### config.mk
export PLATFORM = sky130hd
export DESIGN_NAME = rcn_slave_ram_w
export DESIGN_NICKNAME = d
export VERILOG_FILES = /design/src/verilog/rcn_pkg.sv /design/src/verilog/rcn_slave_ram_w.sv
export SDC_FILE = /design/constraint.sdc
export NUM_CORES = 1
export LEC_CHECK = 0
export BUFFER_PORTS_ARGS = -buffer_cell sky130_fd_sc_hd__buf_2
export CORE_UTILIZATION = 48
export CTS_BUF_LIST = sky130_fd_sc_hd__clkbuf_16
export DETAILED_ROUTE_END_ITERATION = 10
export HOLD_SLACK_MARGIN = 0.12
export PLACE_DENSITY = 0.75
export SYNTH_ARGS = -nofsm -noshare
export SYNTH_HDL_FRONTEND = slang
export SYNTH_SLANG_ARGS = --single-unit
### constraint.sdc
create_clock -name CLK -period 8.5 [get_ports CLK]
set_clock_uncertainty 0.15 [all_clocks]
set_input_delay 0.85 -clock CLK [delete_from_list [all_inputs] [get_ports CLK]]
set_output_delay 0.85 -clock CLK [all_outputs]
set_load 0.05 [all_outputs]
### src/verilog/rcn_pkg.sv
// Shared ring word layout, node ids, slave windows and memory timing, imported by every RTL block
package rcn_pkg;

  // Width of one ring word, which moves one node per clock
  localparam int RCN_W = 64;

  // Set when the slot carries a transaction, clear for an empty slot
  localparam int RCN_VALID_BIT = 63;

  // Set for a request and clear for a response
  localparam int RCN_REQ_BIT = 62;

  // Id of the master that issued the request, kept in its response
  localparam int RCN_ID_HI = 61;
  localparam int RCN_ID_LO = 56;

  // Reserved bits stay zero in both requests and responses
  localparam int RCN_RSV_HI = 55;
  localparam int RCN_RSV_LO = 54;

  // Byte mask, where zero means a read
  localparam int RCN_MASK_HI = 53;
  localparam int RCN_MASK_LO = 50;

  // Word address, the byte address without its two low bits
  localparam int RCN_ADDR_HI = 49;
  localparam int RCN_ADDR_LO = 32;

  // Write data in a request and read data in a response
  localparam int RCN_DATA_HI = 31;
  localparam int RCN_DATA_LO = 0;

  // Master ids; zero is never used, so a cleared header matches no master
  localparam logic [5:0] MASTER0_ID = 6'd1;
  localparam logic [5:0] MASTER1_ID = 6'd2;

  // Byte address windows of the two RAM slaves
  localparam logic [19:0] SLAVE_ADDR_MASK = 20'hF0000;
  localparam logic [19:0] SLAVE0_BASE     = 20'h10000;
  localparam logic [19:0] SLAVE1_BASE     = 20'h20000;

  // Wait cycles added by each memory on every access
  localparam int unsigned SLAVE0_WAIT = 0;
  localparam int unsigned SLAVE1_WAIT = 3;

  // Low word address bits that each memory really stores
  localparam int RAM_DEPTH_LOG2 = 8;

  // Master state codes
  localparam logic [1:0] MST_IDLE   = 2'd0;
  localparam logic [1:0] MST_INJECT = 2'd1;
  localparam logic [1:0] MST_WAIT   = 2'd2;
  localparam logic [1:0] MST_ACK    = 2'd3;

endpackage

### src/verilog/rcn_slave_ram_w.sv
// Ring slave node that serves requests in its address window through a RAM port with wait
`timescale 1ns/100ps

module rcn_slave_ram_w
  import rcn_pkg::*;
#(
  parameter logic [19:0] ADDR_BASE = SLAVE0_BASE,
  parameter logic [19:0] ADDR_MASK = SLAVE_ADDR_MASK
)
(
  input  logic             CLK,
  input  logic             RST,

  input  logic [RCN_W-1:0] ring_in,
  output logic [RCN_W-1:0] ring_out,

  output logic             cs,
  input  logic             ram_wait,
  output logic             we,
  output logic [19:0]      addr,
  output logic [3:0]       mask,
  output logic [31:0]      wr_data,
  input  logic [31:0]      rd_data
);

  // Registered ring input, where the claim decision is made
  logic [RCN_W-1:0] din;

  // Request held until the memory completes it
  logic [RCN_W-1:0] din_req;

  // Response held until an empty slot passes
  logic [RCN_W-1:0] din_rsp;

  logic in_window;
  logic busy;
  logic claim;
  logic done;
  logic rsp_out;

  // Compare the byte address of the word with the slave's window
  assign in_window = ({din[RCN_ADDR_HI:RCN_ADDR_LO], 2'b00} & ADDR_MASK) ==
                     (ADDR_BASE & ADDR_MASK);

  // One transaction at a time, a request or its response
  assign busy = din_req[RCN_VALID_BIT] || din_rsp[RCN_VALID_BIT];

  // A busy slave lets the request pass, and it comes round again later
  assign claim = din[RCN_VALID_BIT] && din[RCN_REQ_BIT] && in_window && !busy;

  // The memory finishes in the cycle where the wait is low
  assign done = din_req[RCN_VALID_BIT] && !ram_wait;

  // The response goes out only in an empty slot
  assign rsp_out = din_rsp[RCN_VALID_BIT] && !din[RCN_VALID_BIT];

  always_ff @(posedge CLK or posedge RST)
  begin
    if (RST)
    begin
      din      <= '0;
      din_req  <= '0;
      din_rsp  <= '0;
      ring_out <= '0;
    end
    else
    begin
      din <= ring_in;

      if (claim)
        din_req <= din;
      else if (done)
        din_req <= '0;

      // The response keeps id, mask and address and replaces the data field
      if (done)
        din_rsp <= {1'b1, 1'b0, din_req[RCN_ID_HI:RCN_ADDR_LO], rd_data};
      else if (rsp_out)
        din_rsp <= '0;

      // A claimed slot is emptied, a free slot carries the held response
      if (claim)
        ring_out <= '0;
      else if (rsp_out)
        ring_out <= din_rsp;
      else
        ring_out <= din;
    end
  end

  // RAM port, driven straight from the held request
  assign cs      = din_req[RCN_VALID_BIT];
  assign we      = |din_req[RCN_MASK_HI:RCN_MASK_LO];
  assign addr    = {din_req[RCN_ADDR_HI:RCN_ADDR_LO], 2'b00};
  assign mask    = din_req[RCN_MASK_HI:RCN_MASK_LO];
  assign wr_data = din_req[RCN_DATA_HI:RCN_DATA_LO];

endmodule

# Word-level counts from Yosys, hierarchy flattened

Index checks and enable logic that the tools add are counted.

Register bits: 256
Output and inout port bits: 122
Logic and storage cells: 23

Equality and inequality tests: 1
Mux-type cells: 6
Reduce and logical (&&, ||, !) cells: 12

Operator list:

| operator                                      | number |
|---|---|
| 2-to-1 mux 64 bit                             | 6 |
| logical AND 1 bit                             | 5 |
| == test 4 x 1 -> 1 bit, second input constant | 1 |
| nonzero test 2 bit                            | 2 |
| OR reduction 4 bit                            | 1 |
| zero test 1 bit                               | 3 |
| logical OR 1 bit                              | 1 |

# Longest topological paths before layout

Depth in word-level cells: 4
Mapped depth: 5
Gate-level depth less buffers: 3

# Worst setup path after synthesis

No wires, ideal clock.

Kind: register -> output
Start point: register din_req[53]
End point: output we
Arrival: 1.152 ns
Data required time: 7.500 ns
Path slack: 6.348 ns
Cell stages (with the launch flop): 2
Path through: dfrtp_1 -> or4_1

Cells in the longest elaborated chain, start to end: 1

Ends and longest elaborated chain:

| what                   | RTL line              | RTL |
|---|---|---|
| from (decl)            | rcn_slave_ram_w.sv:30 | `logic [RCN_W-1:0] din_req;` |
| from (signal assigned) | rcn_slave_ram_w.sv:71 | `din_req <= din;` |
| OR reduction 4 bit     | rcn_slave_ram_w.sv:93 | `assign we = \|din_req[RCN_MASK_HI:RCN_MASK_LO];` |
| to (decl)              | rcn_slave_ram_w.sv:19 | `output logic we,` |

Every way passes these cells.

# Worst setup path after layout

Same ends and word-level chain as after synthesis.

==> key figures <==
Clock tree
  – TritonCTS clock tree: done
  – Clk buf depth: 3
  – Skew-Pair Late Insertion Delay: ~530 ps
  – Worst-path clk slew: about 70 ps
  – Post-CTS setup buffers: 0
  – Htree depth: 1
  – # resized after CTS: 0
  – Clk sinks: roughly 250
  – Clk Tree Root Cell: clkbuf_16
  – Cts bufs inserted: 27
  – Cts hold-fix bufs: 0

Pwr
  – Leakage: 6.32 nW
  – Peak supply drop: 174 uV
  – Pwr/cell area: roughly 300 nW/um2
  – Tot Pwr: approximately 0.0033 W

Logic synthesis
  – Adder-Cell Fraction of Synth Area: 0
  – Synth area leaders: dfrtp_1 66%, nand2_1 7.5%, mux2i_1 6.1%
  – Post-synthesis sequential element count: about 250
  – Post-synth cell types: 22
  – Cells after Synth: approximately 800
  – Compound-Gate Fraction of Synth Area: 0.0876
  – Mux share of post-synthesis cell area: 0.0606
  – YS warnings: 0
  – Most frequent cell after synthesis: dfrtp_1
  – Largest family of logic cells by synthesized area: buffers and inverters
  – Synth Area per Inst: roughly 12 um2
  – Post-synth EDFFs: 0
  – Post-synthesis cell area: between 9000 and 10,000 um2
  – Share of the synthesized area in the top cell type: 0.664
  – Seq/Total Area, Yosys: 0.664
  – Async SR Flop Fraction: 1.00
  – Simple-Gate Fraction of Synth Area: 0.0859
  – Main synth FF type: dfrtp_1
  – Post-synth top area cell: dfrtp_1
  – XOR/XNOR Fraction of Synth Area: 0
  – Synth cell count leaders: 254 x dfrtp_1, 191 x nand2_1, 62 x a22o_1, 62 x buf_4

Cells and area
  – Area Growth Syn to Fin: 18.2%
  – Core Util, Final: 0.579
  – Nets: 1,056
  – Share of layout cells above drive strength 1: 0.281
  – Final cell count without fillers: ~1.2k
  – Fill cells: 1,675
  – Diode count: 0
  – Post-route cell area: about 11,000 um2

Routing
  – Via density per instance: around 5
  – Drt wl/cell: 16.6 um
  – Starting DRT DRC Count: about 290
  – Via count: between 6k and 7k
  – WL final: slightly above 20,000 um
  – Post-DRT Antenna Nets: 0
  – DRT Pass-1 Iters: 4
  – DRC viols: 0

Timing
  – Max Clk Rate: approximately 370 MHz
  – Setup-failing EPs final: 0
  – Max-Slew Margin vs Limit: 0.228
  – Fin. Hold Viols: 0
  – Period utilisation layout: 0.317
  – Slew Limit Fails: 0
  – Fin crit period: between 2000 and 3000 ps
  – Worst-Margin Slew: ~1200 ps
  – RSZ-0062 raised after global routing: no
  – Setup TNS Final: 0 ps

Critical path
  – Critical Path Source: din_req[53]
  – Reg2Reg Depth: 5
  – Worst-path cell chain: or4_1 > buf_2
  – Critical path type: reg2out
  – Crit Path Max Fanout: 4
  – Top delay family on crit path: simple AND/OR/NAND/NOR gates
  – Highest-delay cell along the critical path: or4_1
  – CP peak stage delay: between 500 and 600 ps
  – CP bufs+invs: 1
  – Stages on worst setup path: 2
  – R2r endpoint: din_rsp[42]
  – Crit path to: we
  – Reg2reg start: din_rsp[63]
  – Critical path startpoint category: flop
  – WP data arrival: around 1700 ps
  – Flop2flop setup slack: about 6000 ps
  – Setup crit end kind: output port
  – Worst Path Required: about 7500 ps

Run
  – MaxCap Viol Count: 0

Placed design
  – DP Area: between 10,000 and 15,000 um2
  – DP Wirelength: 12,300 um
  – Placed cells: 1,193
  – Placer Congestion: 0.735
  – IO buf count: roughly 220

Floorplan
  – Chip width: around 140 um
  – Core Rows: 51
  – Core area: ~20,000 um2
  – Die Ht: about 140 um
  – Die area: approximately 21,000 um2
  – Starting Density: 0.490
  – # IOs: ~220

Worst hold path
  – Worst hold path type: in2reg

Global routing
  – Initial antenna violation count: 0
  – Global-route wire length before repair: 32,500 um
  – Number of global-route vias before repair: about 6k
  – Gr usage total: 0.205
  – Pin count of the biggest net entering global routing: 122
  – GRT overflow: 0

Run status
  – Outcome: completed
-- cells in the final DEF, fill, tap and decap left out --
cell type | netlist | routed
clkinvlp_4 | 0 | 1
dfrtp_1 | 254 | 254
nor2b_4 | 0 | 2
nor2_4 | 0 | 1
conb_1 | 1 | 2
nand2_1 | 191 | 191
clkinv_1 | 0 | 5
and4_2 | 0 | 1
nor2_1 | 3 | 3
clkinv_8 | 0 | 1
bufinv_16 | 0 | 7
and3_1 | 4 | 4
a22o_1 | 62 | 62
nand4_1 | 1 | 1
a21oi_1 | 59 | 59
nor4b_2 | 1 | 1
buf_2 | 23 | 218
buf_4 | 62 | 9
clkbuf_16 | 0 | 27
or4_1 | 1 | 1
clkinv_2 | 0 | 4
inv_8 | 0 | 1
mux2i_1 | 58 | 58
nand2b_2 | 0 | 2
inv_1 | 59 | 62
-- cell families after synthesis --
group,Yosys count
flops,254
simple gates,207
buf+inv,163
compound gates,121
mux,58
other cells,1
-- worst register-to-register path, stage by stage, from the launching register on --
cell	delay [ps]
dfrtp_1	420
nor2b_4	550
buf_4	560
nor2_4	40
buf_4	370
a22o_1	300
-- stage by stage --
stage	worst slack (ps)	hold slack, ps
after global routing	5740	264
after detailed placement	5790	321
after CTS	5780	265
after global placement	5830	314
final	5810	273
after floorplan	515	290
-- sequential cells by signal (all words and copies together) (netlist names) --
name and count:
din_rsp 63, din 64, ring_out 64, din_req 63
-- how the worst min path moves through the flow --
stage           startpoint      endpoint  cells past startpoint
3_3_place_gp   din_rsp[47]  ring_out[47]                      2
4_1_cts        ring_in[62]       din[62]                      1
2_1_floorplan  din_rsp[47]  ring_out[47]                      2
5_1_grt        ring_in[24]       din[24]                      1
6_report       ring_in[62]       din[62]                      1
3_5_place_dp   din_rsp[47]  ring_out[47]                      2
-- report_power, final --
| group | total (W) | switching (W) | internal [W] |
|---|---|---|---|
| Sequential | 0.00147 | 0.0000949 | 0.00138 |
| Clock | 0.00126 | 0.000470 | 0.000789 |
| Combinational | 0.000590 | 0.000425 | 0.000165 |
| Total | 0.00332 | 0.000990 | 0.00233 |
-- metal layers --
metal  GRT usage  up-vias  wire length [um]
met1       0.285     2959              9060
li1            -     2852                 -
met5           0        -                 0
met3      0.0443       37              1290
met2       0.328      193              9810
met4      0.0549        0               505
-- layout make-up --
cell class | count | area [um2] | share of cell area
flip-flops and latches | 254 | 6360 | 0.562
multi-input cells | 388 | 2270 | 0.201
repair buffers | 227 | 1160 | 0.102
clock buffers | 27 | 676 | 0.0597
well taps | 265 | 332 | 0.0293
clock inverters | 22 | 288 | 0.0254
inverters | 59 | 229 | 0.0202
No activity file was read; power rests on OpenSTA's default activity.
